`config.mk`:
```
export PLATFORM = sky130hd
export DESIGN_NAME = axi_uart
export DESIGN_NICKNAME = d
export VERILOG_FILES = /design/src/design/axi_pkg.sv /design/src/design/soc_pkg.sv /design/src/design/axi_uart.sv
export VERILOG_INCLUDE_DIRS = /design/src /design/src/design
export SDC_FILE = /design/constraint.sdc
export NUM_CORES = 1
export LEC_CHECK = 0
export BUFFER_PORTS_ARGS = -buffer_cell sky130_fd_sc_hd__buf_2
export CORE_ASPECT_RATIO = 0.6
export CORE_MARGIN = 8
export CORE_UTILIZATION = 29
export CTS_BUF_LIST = sky130_fd_sc_hd__clkbuf_4 sky130_fd_sc_hd__clkbuf_8
export CTS_CLUSTER_DIAMETER = 150
export DETAILED_ROUTE_END_ITERATION = 8
export PLACE_DENSITY_LB_ADDON = 0.05
export SLEW_MARGIN = 40
export SYNTH_ARGS = -nofsm -noshare
export SYNTH_HDL_FRONTEND = slang
export SYNTH_SLANG_ARGS = --single-unit
```
`constraint.sdc`:
```
create_clock -name clk -period 1.9 [get_ports clk]
set_clock_uncertainty 0.05 [all_clocks]
set_input_delay 0.095 -clock clk [delete_from_list [all_inputs] [get_ports clk]]
set_output_delay 0.095 -clock clk [all_outputs]
set_load 0.03 [all_outputs]
```
`src/design/soc_defines.svh`:
```
`ifndef SOC_DEFINES_SVH
`define SOC_DEFINES_SVH

// --------------------------------------------------
// Address map
// --------------------------------------------------
`define SRAM_BASE  32'h8000_0000
`define SRAM_LAST  32'h8FFF_FFFF
`define UART_BASE  32'h1000_0000

// Depth in 32-bit words
`define SRAM_WORDS 1024

// --------------------------------------------------
// Bus widths
// --------------------------------------------------
`define ADDR_W 32
`define DATA_W 32
`define ID_W   4

`endif

```
`src/design/axi_pkg.sv`:
```
`default_nettype none

`include "soc_defines.svh"

package axi_pkg;

    typedef logic [`ADDR_W-1:0]   addr_t;
    typedef logic [`DATA_W-1:0]   data_t;
    typedef logic [`ID_W-1:0]     id_t;
    typedef logic [7:0]           len_t;
    typedef logic [`DATA_W/8-1:0] strb_t;
    typedef logic [2:0]           size_t;
    typedef logic [1:0]           burst_t;
    typedef logic [1:0]           resp_t;

    localparam burst_t BURST_INCR = 2'b01;

    localparam resp_t RESP_OKAY   = 2'b00;
    localparam resp_t RESP_DECERR = 2'b11;

    // --------------------------------------------------
    // Channel payloads
    // --------------------------------------------------
    typedef struct packed {
        addr_t  addr;
        id_t    id;
        len_t   len;     // Beats minus one
        size_t  size;
        burst_t burst;
    } aw_t;

    typedef struct packed {
        addr_t  addr;
        id_t    id;
        len_t   len;
        size_t  size;
        burst_t burst;
    } ar_t;

    typedef struct packed {
        data_t data;
        strb_t strb;
        logic  last;
    } w_t;

    typedef struct packed {
        id_t   id;
        resp_t resp;
    } b_t;

    typedef struct packed {
        id_t   id;
        data_t data;
        resp_t resp;
        logic  last;
    } r_t;

endpackage

`default_nettype wire

```
`src/design/soc_pkg.sv`:
```
`default_nettype none

package soc_pkg;

    // Owner of a transaction in the crossbar
    typedef enum logic [1:0] {
        TGT_SRAM,
        TGT_UART,
        TGT_NONE
    } target_e;

    typedef enum logic {
        XBAR_IDLE,
        XBAR_BUSY
    } xbar_state_e;

    typedef enum logic [1:0] {
        SRAM_IDLE,
        SRAM_WDATA,
        SRAM_WRESP,
        SRAM_RDATA
    } sram_state_e;

    typedef enum logic [1:0] {
        UART_IDLE,
        UART_WDATA,
        UART_WRESP,
        UART_RRESP
    } uart_state_e;

endpackage

`default_nettype wire

```
`src/design/axi_uart.sv`:
```
`timescale 1ns/1ps
`default_nettype none

module axi_uart (
    input  logic         clk,
    input  logic         reset,
    input  axi_pkg::aw_t aw,
    input  logic         awvalid,
    output logic         awready,
    input  axi_pkg::w_t  w,
    input  logic         wvalid,
    output logic         wready,
    output axi_pkg::b_t  b,
    output logic         bvalid,
    input  logic         bready,
    input  axi_pkg::ar_t ar,
    input  logic         arvalid,
    output logic         arready,
    output axi_pkg::r_t  r,
    output logic         rvalid,
    input  logic         rready,
    output logic [7:0]   tx_byte,
    output logic         tx_valid
);

    soc_pkg::uart_state_e state;
    axi_pkg::id_t         req_id;
    logic [7:0]           sent_cnt;     // Bytes sent since reset
    logic                 aw_hs, w_hs, ar_hs, tx_hit;

    assign awready = state == soc_pkg::UART_IDLE;
    assign arready = state == soc_pkg::UART_IDLE && !awvalid;
    assign wready  = state == soc_pkg::UART_WDATA;
    assign bvalid  = state == soc_pkg::UART_WRESP;
    assign rvalid  = state == soc_pkg::UART_RRESP;

    assign aw_hs  = awvalid && awready;
    assign w_hs   = wvalid && wready;
    assign ar_hs  = arvalid && arready;
    assign tx_hit = w_hs && w.strb[0];   // Only lane 0 carries the byte

    assign b = '{id: req_id, resp: axi_pkg::RESP_OKAY};
    assign r = '{id: req_id, data: axi_pkg::data_t'(sent_cnt),
                 resp: axi_pkg::RESP_OKAY, last: 1'b1};

    always_ff @(posedge clk) begin
        if (reset) begin
            state    <= soc_pkg::UART_IDLE;
            tx_valid <= 1'b0;
            sent_cnt <= '0;
        end else begin
            tx_valid <= tx_hit;
            if (tx_hit)
                sent_cnt <= sent_cnt + 1'b1;
            case (state)
                soc_pkg::UART_IDLE: begin
                    if (aw_hs)
                        state <= soc_pkg::UART_WDATA;
                    else if (ar_hs)
                        state <= soc_pkg::UART_RRESP;
                end
                soc_pkg::UART_WDATA: if (w_hs) state <= soc_pkg::UART_WRESP;
                soc_pkg::UART_WRESP: if (bready) state <= soc_pkg::UART_IDLE;
                default:             if (rready) state <= soc_pkg::UART_IDLE;
            endcase
        end
    end

    always_ff @(posedge clk) begin
        if (aw_hs)
            req_id <= aw.id;
        else if (ar_hs)
            req_id <= ar.id;
        if (w_hs)
            tx_byte <= w.data[7:0];
    end

    // Single-beat register
    a_single: assert property (@(posedge clk) disable iff (reset)
        (aw_hs || ar_hs) |-> (aw_hs ? aw.len : ar.len) == '0);

endmodule

`default_nettype wire

```
==> metrics.csv <==
stage,metric,value,unit
cells_and_area,most frequent cells in the layout,"buf_2, conb_1, edfxtp_1, dfxtp_1, dlygate4sd3_1",
logic_synthesis,Synth Register Bits,23,
logic_synthesis,"Seq/Total Area, Yosys",0.473,
clocking,clock root cell,clkbuf_8,
timing,period utilization,0.867,
timing,post-route minimum period,1.65,ns
critical_path,crit-path max cell delay,0.55,ns
logic_synthesis,top cell type's share of synthesized area,0.294,
cells_and_area,Area Growth Syn to Fin,24.6,%
timing,Hold Fails Final Rpt,0,
critical_path,Reg2Reg Capture Point,sent_cnt[6]$_SDFFE_PP0P_,
logic_synthesis,most area-consuming cells after synthesis,"edfxtp_1, buf_4, dfxtp_1",
global_routing,largest net degree at the start of global routing,13,
cells_and_area,"most common cell after layout, fill and taps aside",buf_2,
clocking,Setup Buffers After CTS,0,
route,WL/cell,12.2,µm
timing,fin. max-slew vios,0,
hold_path,Worst Min Path Start,w[1],
route,final WL,2830,µm
floorplan,site row count,18,
hold_path,Min-Delay Endpoint,tx_valid$_SDFF_PP0_,
hold_path,worst min path class,input pin to register,
critical_path,CP required,2.05,ns
timing,setup_tns,0,ns
floorplan,area of the die,0.00663,mm²
logic_synthesis,Gate Count Post-Synth,114,
placed_design,Post-DP Area,0.00140,mm²
clocking,number of H-tree levels,1,
route,Pre-antenna DRT Iters,2,
critical_path,Crit. End Element,register,
placed_design,I/O Buffers,53,
timing,RSZ-0062 raised after global routing,false,
clocking,CTS buffer count,3,
floorplan,io pins,201,
power_and_ir_drop,maximum vdd drop,0.208,mV
power_and_ir_drop,Final Power,1.23,mW
global_routing,global-route wire length before repair,4400,µm
critical_path,reg-to-reg startpoint,state[0]$_SDFFE_PP0P_,
critical_path,"reg-to-reg slack, setup",0.25,ns
floorplan,Die H,66.4,µm
hold_path,hold depth,3,
outcome,status,"finished, final reports clean",
critical_path,CP Cell Sequence,nand4b_4 -> buf_4 -> or4_1 -> a21oi_1,
critical_path,CP Class,register to register,
logic_synthesis,Synth area leader,edfxtp_1,
timing,post-route setup slack,0.253,ns
route,DR vias/cell,3.87,
timing,Peak Freq,0.607,GHz
clocking,clk_lat worst skew,0.26,ns
route,initial drt markers,11,
global_routing,vias in the first global route,975,
critical_path,R2R depth,4,
logic_synthesis,synthesized cell area,0.00123,mm²
floorplan,Initial Util,0.301,
cells_and_area,share of cells above drive strength 1,0.386,
timing,final setup vio count,0,
placed_design,pre-CTS WS,0.243,ns
route,Remaining DRCs,0,
placed_design,placer congestion estimate,0.722,
power_and_ir_drop,leakage,0.719,nW
critical_path,crit path max fanout,12,
logic_synthesis,Ys Warns,0,
clocking,clk sinks,23,
clocking,CTS tree,yes,
critical_path,Worst EP arrival,1.79,ns
route,Final ANT Viol Nets,0,
floorplan,Core Area,0.00408,mm²
global_routing,Tot GR Track Use,0.0842,
cells_and_area,nets,315,
clocking,"CTS clk-pin slew, worst paths",0.08,ns
global_routing,number of antenna violations at the first check in global routing,0,
run,Max Cap Viol,0,
logic_synthesis,Post-Syn Area per Cell,10.8,µm²
cells_and_area,design area,0.00153,mm²
clocking,Longest Clk Path Bufs,2,
global_routing,total overflow reported by the global router,0,
route,vias post-DR,893,
placed_design,Detail Placement HPWL,2340,µm
logic_synthesis,Synth cell types,29,
timing,Fin Hold WS,0.0758,ns
cells_and_area,Antenna Cells,0,
critical_path,Critical-path top delay cell,dfxtp_1,
floorplan,Die W,99.9,µm
critical_path,startpoint type of the worst setup path,register,
power_and_ir_drop,pwr dens,803,mW/mm²
report_power, final:
group / leakage [nW] / switching (mW) / internal (mW)
Clock: 0.0262 / 0.150 / 0.164
Combinational: 0.491 / 0.241 / 0.0947
Sequential: 0.201 / 0.0199 / 0.557
flip-flops by register name, indices dropped and copies added (netlist names):
name      cells
tx_byte       8
req_id        4
sent_cnt      8
tx_valid      1
state         2
worst max-delay path by stage:
stage / startpoint / end / depth (start not counted)
6_report: state[0]$_SDFFE_PP0P_ / sent_cnt[6]$_SDFFE_PP0P_ / 4
5_1_grt: state[0]$_SDFFE_PP0P_ / sent_cnt[6]$_SDFFE_PP0P_ / 4
4_1_cts: state[0]$_SDFFE_PP0P_ / sent_cnt[6]$_SDFFE_PP0P_ / 4
3_5_place_dp: state[0]$_SDFFE_PP0P_ / req_id[0]$_DFFE_PP_ / 3
3_3_place_gp: state[0]$_SDFFE_PP0P_ / sent_cnt[5]$_SDFFE_PP0P_ / 4
2_1_floorplan: state[0]$_SDFFE_PP0P_ / req_id[0]$_DFFE_PP_ / 4
stage by stage:
| stage | cells | utilization |
|---|---|---|
| 2_1_floorplan | 141 | - |
| 3_3_place_gp | 219 | 0.343 |
| 3_5_place_dp | 219 | 0.343 |
| 4_1_cts | 231 | 0.375 |
| 5_1_grt | 231 | 0.375 |
| 6_report | 231 | 0.375 |
routing by layer:
| metal | global-route usage | wire, µm | share of wire | vias up |
|---|---|---|---|---|
| met3 | 0.0347 | 302 | 0.11 | 4 |
| met2 | 0.146 | 1360 | 0.48 | 50 |
| met4 | 0.0337 | 44 | 0.016 | 0 |
| met5 | 0 | 0 | 0 | - |
| li1 | - | - | - | 442 |
| met1 | 0.0907 | 1110 | 0.39 | 397 |
synthesized netlist by cell type (all sizes together):
library cell,number
clkbuf,2
ha,1
or3,3
conb,2
mux2,6
nor2,6
nor3,1
a211oi,1
xor2,1
nor4,1
and2,3
o21ai,4
buf,35
o31ai,2
nand3,3
nor2b,2
a221oi,1
edfxtp,12
inv,2
dfxtp,11
nand2,3
nand4b,1
mux2i,2
a21oi,6
or4,2
and2b,1
worst max-delay path: cells and delay by family, from the launching register on:
family | cells | cell delay, ns
AND/OR/NAND/NOR | 2 | 0.65
flip-flops | 1 | 0.55
AO/OA/AOI/OAI | 1 | 0.14
buffers and inverters | 1 | 0.20
cell families (layout without fill, tap and decap cells):
group	after synthesis	after routing	share of synthesized area
AOI/OAI and AO/OA	14	14	0.0663
xor gates and xnor gates	1	1	0.00714
adders and majority gates	1	1	0.0102
buffers and inverters	39	69	0.238
DFF	23	23	0.473
muxes	8	8	0.0714
other	2	29	0.00612
and+or+nand+nor	26	26	0.128
what timing repair did:
item | in CTS | in global routing
hold buffers | 8 | 0
resized for setup | 0 | 0
hold endpoints to repair | 8 | 0
layout make-up:
cell class,instances,area (µm²)
fillers,413,2550
flip-flops and latches,23,581
multi-input cells,79,455
repair buffers,63,360
well taps,60,75.1
clock buffers,4,48.8
inverters,2,7.51
(Power assumes the default switching activity.)
