$ cat src/design/soc_defines.svh
`ifndef SOC_DEFINES_SVH
`define SOC_DEFINES_SVH

// --------------------------------------------------
// Address map
// --------------------------------------------------
`define SRAM_BASE  32'h8000_0000
`define SRAM_LAST  32'h8FFF_FFFF
`define UART_BASE  32'h1000_0000

// Depth in 32-bit words
`define SRAM_WORDS 1024

// --------------------------------------------------
// Bus widths
// --------------------------------------------------
`define ADDR_W 32
`define DATA_W 32
`define ID_W   4

`endif

$ cat src/design/axi_pkg.sv
`default_nettype none

`include "soc_defines.svh"

package axi_pkg;

    typedef logic [`ADDR_W-1:0]   addr_t;
    typedef logic [`DATA_W-1:0]   data_t;
    typedef logic [`ID_W-1:0]     id_t;
    typedef logic [7:0]           len_t;
    typedef logic [`DATA_W/8-1:0] strb_t;
    typedef logic [2:0]           size_t;
    typedef logic [1:0]           burst_t;
    typedef logic [1:0]           resp_t;

    localparam burst_t BURST_INCR = 2'b01;

    localparam resp_t RESP_OKAY   = 2'b00;
    localparam resp_t RESP_DECERR = 2'b11;

    // --------------------------------------------------
    // Channel payloads
    // --------------------------------------------------
    typedef struct packed {
        addr_t  addr;
        id_t    id;
        len_t   len;     // Beats minus one
        size_t  size;
        burst_t burst;
    } aw_t;

    typedef struct packed {
        addr_t  addr;
        id_t    id;
        len_t   len;
        size_t  size;
        burst_t burst;
    } ar_t;

    typedef struct packed {
        data_t data;
        strb_t strb;
        logic  last;
    } w_t;

    typedef struct packed {
        id_t   id;
        resp_t resp;
    } b_t;

    typedef struct packed {
        id_t   id;
        data_t data;
        resp_t resp;
        logic  last;
    } r_t;

endpackage

`default_nettype wire

$ cat src/design/soc_pkg.sv
`default_nettype none

package soc_pkg;

    // Owner of a transaction in the crossbar
    typedef enum logic [1:0] {
        TGT_SRAM,
        TGT_UART,
        TGT_NONE
    } target_e;

    typedef enum logic {
        XBAR_IDLE,
        XBAR_BUSY
    } xbar_state_e;

    typedef enum logic [1:0] {
        SRAM_IDLE,
        SRAM_WDATA,
        SRAM_WRESP,
        SRAM_RDATA
    } sram_state_e;

    typedef enum logic [1:0] {
        UART_IDLE,
        UART_WDATA,
        UART_WRESP,
        UART_RRESP
    } uart_state_e;

endpackage

`default_nettype wire

$ cat src/design/axi_crossbar.sv
`timescale 1ns/1ps
`default_nettype none

`include "soc_defines.svh"

module axi_crossbar (
    input  logic         clk,
    input  logic         reset,

    input  axi_pkg::aw_t s_aw,
    input  logic         s_awvalid,
    output logic         s_awready,
    input  axi_pkg::w_t  s_w,
    input  logic         s_wvalid,
    output logic         s_wready,
    output axi_pkg::b_t  s_b,
    output logic         s_bvalid,
    input  logic         s_bready,
    input  axi_pkg::ar_t s_ar,
    input  logic         s_arvalid,
    output logic         s_arready,
    output axi_pkg::r_t  s_r,
    output logic         s_rvalid,
    input  logic         s_rready,

    output axi_pkg::aw_t sram_aw,
    output logic         sram_awvalid,
    input  logic         sram_awready,
    output axi_pkg::w_t  sram_w,
    output logic         sram_wvalid,
    input  logic         sram_wready,
    input  axi_pkg::b_t  sram_b,
    input  logic         sram_bvalid,
    output logic         sram_bready,
    output axi_pkg::ar_t sram_ar,
    output logic         sram_arvalid,
    input  logic         sram_arready,
    input  axi_pkg::r_t  sram_r,
    input  logic         sram_rvalid,
    output logic         sram_rready,

    output axi_pkg::aw_t uart_aw,
    output logic         uart_awvalid,
    input  logic         uart_awready,
    output axi_pkg::w_t  uart_w,
    output logic         uart_wvalid,
    input  logic         uart_wready,
    input  axi_pkg::b_t  uart_b,
    input  logic         uart_bvalid,
    output logic         uart_bready,
    output axi_pkg::ar_t uart_ar,
    output logic         uart_arvalid,
    input  logic         uart_arready,
    input  axi_pkg::r_t  uart_r,
    input  logic         uart_rvalid,
    output logic         uart_rready
);

    function automatic soc_pkg::target_e decode(input axi_pkg::addr_t addr);
        if (addr >= `SRAM_BASE && addr <= `SRAM_LAST)
            return soc_pkg::TGT_SRAM;
        if (addr == `UART_BASE)
            return soc_pkg::TGT_UART;
        return soc_pkg::TGT_NONE;
    endfunction

    soc_pkg::xbar_state_e wr_state, rd_state;
    soc_pkg::target_e     aw_tgt, ar_tgt, wr_owner, rd_owner;
    logic                 wr_idle, rd_idle;
    logic                 aw_hs, w_hs, b_hs, ar_hs, r_hs;
    logic                 dec_bvalid, dec_rvalid;
    axi_pkg::id_t         dec_bid, dec_rid;
    axi_pkg::len_t        dec_rlen, dec_rcnt;

    assign aw_tgt  = decode(s_aw.addr);
    assign ar_tgt  = decode(s_ar.addr);
    assign wr_idle = wr_state == soc_pkg::XBAR_IDLE;
    assign rd_idle = rd_state == soc_pkg::XBAR_IDLE;

    assign aw_hs = s_awvalid && s_awready;
    assign w_hs  = s_wvalid && s_wready;
    assign b_hs  = s_bvalid && s_bready;
    assign ar_hs = s_arvalid && s_arready;
    assign r_hs  = s_rvalid && s_rready;

    // --------------------------------------------------
    // Write path
    // --------------------------------------------------
    assign sram_aw      = s_aw;
    assign uart_aw      = s_aw;
    assign sram_awvalid = s_awvalid && wr_idle && aw_tgt == soc_pkg::TGT_SRAM;
    assign uart_awvalid = s_awvalid && wr_idle && aw_tgt == soc_pkg::TGT_UART;

    always_comb begin
        case (aw_tgt)
            soc_pkg::TGT_SRAM: s_awready = wr_idle && sram_awready;
            soc_pkg::TGT_UART: s_awready = wr_idle && uart_awready;
            default:           s_awready = wr_idle;   // Unmapped address taken at once
        endcase
    end

    // W and B follow the registered owner
    assign sram_w      = s_w;
    assign uart_w      = s_w;
    assign sram_wvalid = s_wvalid && !wr_idle && wr_owner == soc_pkg::TGT_SRAM;
    assign uart_wvalid = s_wvalid && !wr_idle && wr_owner == soc_pkg::TGT_UART;
    assign sram_bready = s_bready && wr_owner == soc_pkg::TGT_SRAM;
    assign uart_bready = s_bready && wr_owner == soc_pkg::TGT_UART;

    always_comb begin
        case (wr_owner)
            soc_pkg::TGT_SRAM: begin
                s_wready = !wr_idle && sram_wready;
                s_bvalid = sram_bvalid;
                s_b      = sram_b;
            end
            soc_pkg::TGT_UART: begin
                s_wready = !wr_idle && uart_wready;
                s_bvalid = uart_bvalid;
                s_b      = uart_b;
            end
            default: begin
                s_wready = !wr_idle && !dec_bvalid;   // Sink beats until last
                s_bvalid = dec_bvalid;
                s_b.id   = dec_bid;
                s_b.resp = axi_pkg::RESP_DECERR;
            end
        endcase
    end

    always_ff @(posedge clk) begin
        if (reset) begin
            wr_state   <= soc_pkg::XBAR_IDLE;
            wr_owner   <= soc_pkg::TGT_NONE;
            dec_bvalid <= 1'b0;
        end else if (wr_idle) begin
            if (aw_hs) begin
                wr_state <= soc_pkg::XBAR_BUSY;
                wr_owner <= aw_tgt;
            end
        end else begin
            if (wr_owner == soc_pkg::TGT_NONE && w_hs && s_w.last)
                dec_bvalid <= 1'b1;
            if (b_hs) begin
                wr_state   <= soc_pkg::XBAR_IDLE;
                dec_bvalid <= 1'b0;
            end
        end
    end

    // --------------------------------------------------
    // Read path
    // --------------------------------------------------
    assign sram_ar      = s_ar;
    assign uart_ar      = s_ar;
    assign sram_arvalid = s_arvalid && rd_idle && ar_tgt == soc_pkg::TGT_SRAM;
    assign uart_arvalid = s_arvalid && rd_idle && ar_tgt == soc_pkg::TGT_UART;
    assign sram_rready  = s_rready && rd_owner == soc_pkg::TGT_SRAM;
    assign uart_rready  = s_rready && rd_owner == soc_pkg::TGT_UART;

    always_comb begin
        case (ar_tgt)
            soc_pkg::TGT_SRAM: s_arready = rd_idle && sram_arready;
            soc_pkg::TGT_UART: s_arready = rd_idle && uart_arready;
            default:           s_arready = rd_idle;
        endcase
    end

    always_comb begin
        case (rd_owner)
            soc_pkg::TGT_SRAM: begin
                s_rvalid = sram_rvalid;
                s_r      = sram_r;
            end
            soc_pkg::TGT_UART: begin
                s_rvalid = uart_rvalid;
                s_r      = uart_r;
            end
            default: begin
                s_rvalid = dec_rvalid;
                s_r.id   = dec_rid;
                s_r.data = '0;
                s_r.resp = axi_pkg::RESP_DECERR;
                s_r.last = dec_rcnt == dec_rlen;
            end
        endcase
    end

    always_ff @(posedge clk) begin
        if (reset) begin
            rd_state   <= soc_pkg::XBAR_IDLE;
            rd_owner   <= soc_pkg::TGT_NONE;
            dec_rvalid <= 1'b0;
        end else if (rd_idle) begin
            if (ar_hs) begin
                rd_state   <= soc_pkg::XBAR_BUSY;
                rd_owner   <= ar_tgt;
                dec_rvalid <= ar_tgt == soc_pkg::TGT_NONE;
            end
        end else if (r_hs && s_r.last) begin
            rd_state   <= soc_pkg::XBAR_IDLE;
            dec_rvalid <= 1'b0;
        end
    end

    // Unmapped responder payload
    always_ff @(posedge clk) begin
        if (aw_hs)
            dec_bid <= s_aw.id;
        if (ar_hs) begin
            dec_rid  <= s_ar.id;
            dec_rlen <= s_ar.len;
            dec_rcnt <= '0;
        end else if (r_hs) begin
            dec_rcnt <= dec_rcnt + 1'b1;
        end
    end

    // --------------------------------------------------
    // Checks
    // --------------------------------------------------
    a_b_idle: assert property (@(posedge clk) disable iff (reset) wr_idle |-> !s_bvalid);
    a_r_idle: assert property (@(posedge clk) disable iff (reset) rd_idle |-> !s_rvalid);

    // Never two subordinates answering at once
    a_one_target: assert property (@(posedge clk) disable iff (reset)
        $onehot0({sram_bvalid, uart_bvalid}) && $onehot0({sram_rvalid, uart_rvalid}));

endmodule

`default_nettype wire

$ cat config.mk
export PLATFORM = sky130hd
export DESIGN_NAME = axi_crossbar
export DESIGN_NICKNAME = d
export VERILOG_FILES = /design/src/design/axi_pkg.sv /design/src/design/soc_pkg.sv /design/src/design/axi_crossbar.sv
export VERILOG_INCLUDE_DIRS = /design/src /design/src/design
export SDC_FILE = /design/constraint.sdc
export NUM_CORES = 1
export LEC_CHECK = 0
export BUFFER_PORTS_ARGS = -buffer_cell sky130_fd_sc_hd__buf_2
export CAP_MARGIN = 20
export CORE_AREA = 2 2 224 226
export DETAILED_ROUTE_END_ITERATION = 8
export DIE_AREA = 0 0 226 228
export GPL_TIMING_DRIVEN = 0
export SYNTH_ARGS = -nofsm -noshare
export SYNTH_HDL_FRONTEND = slang
export SYNTH_SLANG_ARGS = --single-unit
$ cat constraint.sdc
create_clock -name clk -period 3 [get_ports clk]
set_clock_uncertainty 0.2 [all_clocks]
set_input_delay 0.45 -clock clk [delete_from_list [all_inputs] [get_ports clk]]
set_output_delay 0.45 -clock clk [all_outputs]
set_load 0.01 [all_outputs]
==> run metrics, run 1 <==
status finished clean; Avg Inst Size Synth 8.14 um2; core area 49300 um2; DIE WIDTH 226 um; most common cell in the netlist buf_4; Mapped Nets 780; DP Wirelength 21.5 mm; crit path DAT 2180 ps; fin. max-slew vios 0; most frequent CP cell buf_2; crit path to s_r[26]; Setup Fix Bufs, Post-CTS 0; number of synthesized flops with an enable pin 16; crit-path leading delay family buffers and inverters; Reg clk slew, reported paths 60 ps; first-pass GRT wire length 30.1 mm; Fmax achieved 353 MHz; H-Tree Depth 2; Synth Register Bits 32; RR Endpoint dec_rcnt[4]$_SDFFE_PP0P_; top-area cell type share of the netlist area 0.464; CTS tree built; top cells by count, synth buf_4 (270), mux2i_1 (46), nor2_1 (46); Post-Syn Instances 537; vias 5119; Main synth FF type edfxtp_1; area leader, netlist buf_4; Crit. Startpoint rd_owner[0]$_SDFFE_PP0P_; clock latency on the worst-skew pair 280 ps; warnings from Yosys 0; CTS buffer count 5; final setup violating endpoints 0; GRT Total Usage 0.0825; # IOs 572; drt via density 2.95; Worst setup EP type output port; worst r2r path cells 5; Remaining Overflow, GRT 0; synthesized area 4370 um2; Die Y 228 um; share of layout cells above drive strength 1 0.760; drt first pass iters 4; worst reg2reg setup slack 710 ps; M1 GR Usage 0.0868; Clock power frac 0.285; setup TNS 0 ps; Final Critical Period 2830 ps; detail-routed net length per standard cell 13.6 um; Final Hold Fails 0; RSZ-0062 raised after global routing no; relative slew slack 0.411; Worst Hold Class input pin to register; slowest stage delay, CP 690 ps; # fillers 5683; DRC Markers 0; crit-path max FO 10; Port Buf Inserts 517; M2 GR Usage 0.168; largest net degree at the start of global routing 22; Reg power frac 0.242; Hold Crit Start s_ar[8]; crit start category register; Netlist cell types 44; Tcrit/Tclk final 0.944; Iter 0 DRT Violations 101; Most Used Layer, Global Route met2; RePlAce Congestion 0.782; asr flop ratio synth 0; Design Area, Final 7980 um2; Synth area leaders buf_4 (46%), edfxtp_1 (11%), mux2i_1 (11%); Worst-Margin Slew 871 ps; clock buffer depth 2; Net Sw Power 0.693 mW; Final ANT Viol Nets 0; Rows 82; sw frac 0.329; starting density of the core 0.0885; CP Cell Sequence buf_2, buf_1, mux2i_1, nor2_1, buf_2; total die area 51500 um2; GR Util met3 0.0102; worst path bufs/invs 3; Synth-to-Final Area Change 82.7%; Setup CP Type register to output port; sequential share of the synthesized area 0.183; Slowest cell on crit path buf_1; pwr dens 264 nW/um2; internal cell power 1.41 mW; Logic pwr share 0.473; Post-Route WL 23.5 mm; Max Cap Viol 0; TritonCTS Sinks 32; Crit path depth 5; placed cell areas 7810 um2; Root Driver clkbuf_16; maximum VDD drop 0.000150 V; number of global-route vias before repair 4632; initial antenna violation count 9; fin nets 1305; Pleak 4.28 nW; origin of the critical flop-to-flop path rd_owner[1]$_SDFFE_PP1P_; worst endpoint required time 2350 ps
==> final cells by class <==
type | count | area (um2) | area share
antenna | 1 | 2.50 | 0.000313
buffer | 285 | 2090 | 0.262
clock buffer | 5 | 125 | 0.0157
clock inverter | 3 | 42.5 | 0.00533
inverter | 5 | 18.8 | 0.00235
multi-input combinational | 215 | 1460 | 0.183
sequential | 32 | 801 | 0.100
tap | 672 | 841 | 0.105
timing repair buffer | 518 | 2600 | 0.326
==> worst min path at each step <==
stage	endpoint	slack, ps	depth (start not counted)
after floorplan	dec_rvalid$_SDFFE_PP0P_	270	2
after global placement	dec_rvalid$_SDFFE_PP0P_	290	2
after detailed placement	dec_rvalid$_SDFFE_PP0P_	280	2
after CTS	dec_rlen[1]$_DFFE_PP_	170	1
after global routing	dec_rlen[1]$_DFFE_PP_	170	1
final	dec_rlen[3]$_DFFE_PP_	180	1
==> layer usage <==
layer  vias up  routed length, um
met2       326              12600
li1       2579                  -
met4         2                583
met1      2182               8850
met3        30               1520
met5         -                 13
==> state kept, by name (all words and copies together) (netlist names) <==
signal,count
dec_rcnt,8
rd_state,1
rd_owner,2
dec_rvalid,1
wr_state,1
dec_rlen,8
dec_bvalid,1
dec_bid,4
dec_rid,4
wr_owner,2
==> kinds of logic after synthesis <==
family / share of synthesized area
muxes: 0.111
and+or+nand+nor: 0.141
DFF: 0.183
AOI/OAI and AO/OA: 0.0558
adders and majority gates: 0.00286
xor gates and xnor gates: 0.0241
buffers and inverters: 0.482
==> cells in the final DEF (no fill, tap or decap), types with 6 or more instances in the layout <==
cell and instances:
buf_2 520, buf_4 270, mux2i_1 46, nor2_1 46, nand2_1 19, edfxtp_1 16, dfxtp_1 16, nor4_1 15
o21ai_0 12, xor2_1 9, nor3_1 9, clkbuf_1 7, a21oi_1 7, nand4_1 6
==> through the flow <==
step	total power [mW]	utilization	hold slack, ps	instances	worst slack (ps)
after floorplan	1.05	-	265	537	925
after global placement	1.53	0.158	292	1726	26.6
after detailed placement	1.53	0.158	284	1727	37.4
after CTS	2.15	0.162	171	1735	32.9
after global routing	2.23	0.162	173	1736	9.72
final	2.10	0.162	179	1736	167
==> worst register-to-register path, cell delays in order (launching register included) <==
cell      delay, ps
dfxtp_1         320
clkbuf_1        660
o21a_1          320
nand3_1         190
or3_1           380
a21oi_1         140
==> timing repair <==
item                                    CTS  global route
gates resized for setup                   0             2
hold buffers                              0             0
endpoints found under the setup margin    0             1
==> power by group through the flow <==
stage	Sequential, mW	Clock, mW	Combinational (mW)
floorplan	0.510	0	0.545
global placement	0.520	0	1.01
detailed placement	0.520	0	1.01
CTS	0.511	0.620	1.02
global route	0.513	0.637	1.08
finish	0.510	0.600	0.995
No activity file was read; power rests on OpenSTA's default activity.
==> inputs of run 2 (changes only) <==
==> constraint.sdc (replaced) <==
create_clock -name clk -period 3.2 [get_ports clk]
set_clock_uncertainty 0.2 [all_clocks]
set_input_delay 0.48 -clock clk [delete_from_list [all_inputs] [get_ports clk]]
set_output_delay 0.48 -clock clk [all_outputs]
set_load 0.01 [all_outputs]
==> run 2 against run 1 <==
- utilization barely moved
- via count barely moved
- sequential share of layout area barely moved
- critical endpoint is now s_r[32]
- highest routed layer unchanged
==> run metrics, run 2 (synthesized netlist as in run 1, its figures left out) <==
Post-Route WL 23.5 mm; Setup Fix Bufs, Post-CTS 0; drt via density 2.95; Rows 82; Hold EP dec_rlen[3]$_DFFE_PP_; DP Wirelength 21.5 mm; Die Y 228 um; Max Cap Viol 0; Iter 0 DRT Violations 101; fin. max-slew vios 0; top flop regs dec_rcnt: 8 flops, dec_rlen: 8 flops; post-CTS sizing 0; worst endpoint required time 2520 ps; relative slew slack 0.404; CTS buffer count 5; TritonCTS Sinks 32; Remaining Overflow, GRT 0; initial antenna violation count 9; Port Buf Inserts 517; starting density of the core 0.0885; H-Tree Depth 2; commonest non-fill, non-tap cell in the layout buf_2; Seq. cell area 801 um2; Setup CP Type register to output port; GRT Total Usage 0.0825; final setup violating endpoints 0; Tcrit/Tclk final 0.908; origin of the critical flop-to-flop path rd_owner[1]$_SDFFE_PP1P_; Reg clk slew, reported paths 60 ps; # IOs 572; CP Cell Sequence buf_2, buf_1, mux2i_1, nor2_1, buf_2; largest net degree at the start of global routing 22; Final Critical Period 2900 ps; worst r2r path cells 5; Final ANT Viol Nets 0; pwr dens 247 nW/um2; Logic pwr share 0.473; CTS tree built; Hold Crit Start s_ar[8]; area of the multi-input gates 1460 um2; setup TNS 0 ps; first-pass GRT wire length 30.1 mm; Final Hold Fails 0; worst reg2reg setup slack 910 ps; RR Endpoint dec_rcnt[4]$_SDFFE_PP0P_; Synth-to-Final Area Change 82.7%; Root Driver clkbuf_16; internal cell power 1.32 mW; clock buffer depth 2; Worst setup EP type output port; share of layout cells above drive strength 1 0.759; total die area 51500 um2; DRC Markers 0; fin nets 1305; Clock power frac 0.285; drt first pass iters 4; placed cell count 1727; sw frac 0.329; Fmax achieved 344 MHz; clock latency on the worst-skew pair 280 ps; Pleak 4.28 nW; RSZ-0062 raised after global routing no; most frequent cells in the layout buf_2 (520), buf_4 (270), mux2i_1 (46), nor2_1 (46), nand2_1 (19); Net Sw Power 0.649 mW; maximum VDD drop 0.000140 V; crit-path max FO 10; number of global-route vias before repair 4632; Slowest cell on crit path buf_1; status finished clean; Finished Layout Cells 1736; RePlAce Congestion 0.782; # hold bufs at CTS 0; # fillers 5684; core area 49300 um2; DIE WIDTH 226 um; crit start category register; Worst-Margin Slew 895 ps; crit path DAT 2220 ps; detail-routed net length per standard cell 13.6 um; hold path cells 1; Reg power frac 0.242; most frequent CP cell buf_2; vias 5118; Worst Hold Class input pin to register; slowest stage delay, CP 720 ps
## run 2: cell types whose count changed in the layout (fill, tap and decap cells not counted), sizes merged
cell | before | now
buf | 795 | 796
clkbuf | 13 | 12
## run 2: per-layer routing
| layer | vias to the layer above | GRT usage | share of wire | routed length (um) |
|---|---|---|---|---|
| li1 | 2579 | - | - | - |
| met1 | 2181 | 0.0868 | 0.38 | 8850 |
| met2 | 326 | 0.168 | 0.53 | 12600 |
| met3 | 30 | 0.0102 | 0.064 | 1520 |
| met4 | 2 | 0.0221 | 0.025 | 583 |
| met5 | - | 0 | 0.00055 | 13 |
## run 2: worst max-delay path by stage
stage	start	endpoint	slack, ps	cells past startpoint
after floorplan	s_aw[41]	s_awready	1070	4
after global placement	rd_owner[0]$_SDFFE_PP0P_	s_r[11]	200	5
after detailed placement	s_ar[22]	dec_rlen[6]$_DFFE_PP_	210	5
after CTS	rd_owner[0]$_SDFFE_PP0P_	s_r[32]	200	5
after global routing	rd_owner[0]$_SDFFE_PP0P_	s_r[32]	160	5
final	rd_owner[0]$_SDFFE_PP0P_	s_r[32]	300	5
## run 2: cell type report
cell class | instances | share of cell area
repair buffers | 518 | 0.326
plain buffers | 285 | 0.261
multi-input cells | 215 | 0.183
well taps | 672 | 0.105
flip-flops and latches | 32 | 0.100
clock buffers | 5 | 0.0157
clock inverters | 3 | 0.00533
inverters | 5 | 0.00235
diodes | 1 | 0.000313
## run 2: through the flow
step                      instance area [um2]   util  setup WS (ps)  total power [mW]  hold WS [ps]
after floorplan                          4370      -           1070             0.989           265
after global placement                   7800  0.158            197              1.43           292
after detailed placement                 7810  0.158            207              1.44           284
after CTS                                7980  0.162            203              2.01           201
after global routing                     7980  0.162            161              2.09           203
final                                    7980  0.162            295              1.97           209
## run 2: worst max-delay path, delay by kind of cell (launching register included)
family        cells  cell delay [ps]
flops             1              300
simple gates      1               60
mux               1              370
buf+inv           3             1200
## run 2: power groups by stage
stage	logic [mW]	registers (mW)	clock network (mW)
5_1_grt	1.01	0.481	0.597
6_report	0.933	0.478	0.562
2_1_floorplan	0.511	0.478	0
4_1_cts	0.953	0.479	0.581
3_5_place_dp	0.949	0.488	0
3_3_place_gp	0.945	0.487	0
==> inputs of run 3 (changes only) <==
--- a/config.mk
+++ b/config.mk
@@ -12,6 +12,7 @@
 export DETAILED_ROUTE_END_ITERATION = 8
 export DIE_AREA = 0 0 226 228
 export GPL_TIMING_DRIVEN = 0
+export REMOVE_ABC_BUFFERS = 1
 export SYNTH_ARGS = -nofsm -noshare
 export SYNTH_HDL_FRONTEND = slang
 export SYNTH_SLANG_ARGS = --single-unit
==> run 3 against run 2 <==
- combinational power decreased by 36%
- highest routed layer unchanged
- worst hold slack got worse by 18 ps
- setup slack improved by 43 ps
==> run metrics, run 3 (synthesized netlist as in run 1, its figures left out) <==
status finished clean; Setup CP Type register to output port; worst endpoint required time 2520 ps; DP Wirelength 35.3 mm; Setup Fix Bufs, Post-CTS 0; initial antenna violation count 5; clock buffer depth 2; first-pass GRT wire length 45.1 mm; Finished Layout Cells 1344; H-Tree Depth 2; share of layout cells above drive strength 1 0.636; top flop regs dec_rcnt: 8 flops, dec_rlen: 8 flops; Logic pwr share 0.374; number of global-route vias before repair 3766; CTS buffer count 5; Total Power Consumption 1.60 mW; final setup violating endpoints 0; Worst-Margin Slew 669 ps; RePlAce Congestion 0.908; Iter 0 DRT Violations 144; drt via density 3.12; Design Area, Final 5370 um2; Remaining Overflow, GRT 0; starting density of the core 0.0885; placed cell count 1335; crit start category register; Rows 82; DIE WIDTH 226 um; Fmax achieved 350 MHz; Final ANT Viol Nets 0; TritonCTS Sinks 32; crit path DAT 2180 ps; Final Hold Fails 0; Clock power frac 0.322; Synth-to-Final Area Change 22.9%; CTS tree built; most frequent cells in the layout buf_2 (409), mux2i_1 (46), nor2_1 (46), nand2_1 (19), edfxtp_1 (16); Worst setup EP type output port; sw frac 0.364; clock latency on the worst-skew pair 290 ps; relative slew slack 0.553; maximum VDD drop 0.000150 V; # hold bufs at CTS 0; core area 49300 um2; pwr dens 299 nW/um2; GR Util met3 0.159; Reg power frac 0.305; # IOs 572; setup TNS 0 ps; Post-Route WL 38.6 mm; total die area 51500 um2; DRC Markers 0; commonest non-fill, non-tap cell in the layout buf_2; GRT Total Usage 0.142; M1 GR Usage 0.109; Max Cap Viol 0; crit-path max FO 24; Tcrit/Tclk final 0.894; Port Buf Inserts 409; RSZ-0062 raised after global routing no; # fillers 5783; drt first pass iters 4; Most Used Layer, Global Route met2; M2 GR Usage 0.222; Root Driver clkbuf_16; Final Critical Period 2860 ps; Die Y 228 um; Reg clk slew, reported paths 70 ps; Worst Hold Class input pin to register; vias 4197; placed cell areas 5220 um2; fin. max-slew vios 0; internal cell power 1.02 mW; fin nets 913; Pleak 2.53 nW; detail-routed net length per standard cell 28.7 um; largest net degree at the start of global routing 42; Net Sw Power 0.585 mW
[run 3: cell count changes in the layout (fill, tap and decap cells not counted), sizes merged]
cell,before,now
buf,796,411
bufinv,1,0
clkbuf,12,8
clkinv,1,0
clkinvlp,1,0
[run 3: worst max-delay path, cell delays in order (launching register included)]
cell	delay (ps)
dfxtp_4	640
buf_16	230
mux2i_1	380
nor2_1	90
a41oi_1	280
inv_1	60
buf_2	170
[run 3: final cells by class]
class / instances / area, um2 / share of cell area
Timing Repair Buffer: 411 / 2090 / 0.390
Multi-Input combinational cell: 215 / 1460 / 0.272
Tap cell: 672 / 841 / 0.157
Sequential cell: 32 / 806 / 0.150
Clock buffer: 8 / 146 / 0.0273
Inverter: 5 / 18.8 / 0.00349
Antenna cell: 1 / 2.50 / 0.000466
[run 3: worst paths after layout]
kind | from | end | slack (ps) | cells after the start
min | s_aw[13] | dec_bid[0]$_DFFE_PP_ | 190 | 1
max reg2reg | rd_owner[0]$_SDFFE_PP0P_ | dec_rcnt[5]$_SDFFE_PP0P_ | 830 | 6
min reg2reg | dec_rvalid$_SDFFE_PP0P_ | dec_rvalid$_SDFFE_PP0P_ | 300 | 2
max | rd_owner[0]$_SDFFE_PP0P_ | s_r[0] | 340 | 6
[run 3: repair_timing]
item | CTS | global route
gates resized for setup | 1 | 0
endpoints found under the hold margin | 0 | 0
endpoints found under the setup margin | 1 | 0
[run 3: power groups by stage]
stage	Clock [mW]	Sequential, mW	Combinational, mW
after floorplan	0	0.499	0.139
after global placement	0	0.516	0.582
after detailed placement	0	0.499	0.604
after CTS	0.536	0.490	0.606
after global routing	0.556	0.493	0.646
final	0.516	0.489	0.600
[run 3: routing by layer]
layer / up-vias / routed length, um
met5: - / 894
li1: 1794 / -
met1: 1826 / 10700
met3: 40 / 9410
met4: 16 / 1030
met2: 521 / 16500
[run 3: through the flow]
stage / utilization / setup WS, ps / hold slack, ps
after floorplan: - / 238 / 266
after global placement: 0.105 / -846 / 290
after detailed placement: 0.106 / 295 / 293
after CTS: 0.109 / 242 / 184
after global routing: 0.109 / 93.5 / 185
final: 0.109 / 339 / 191
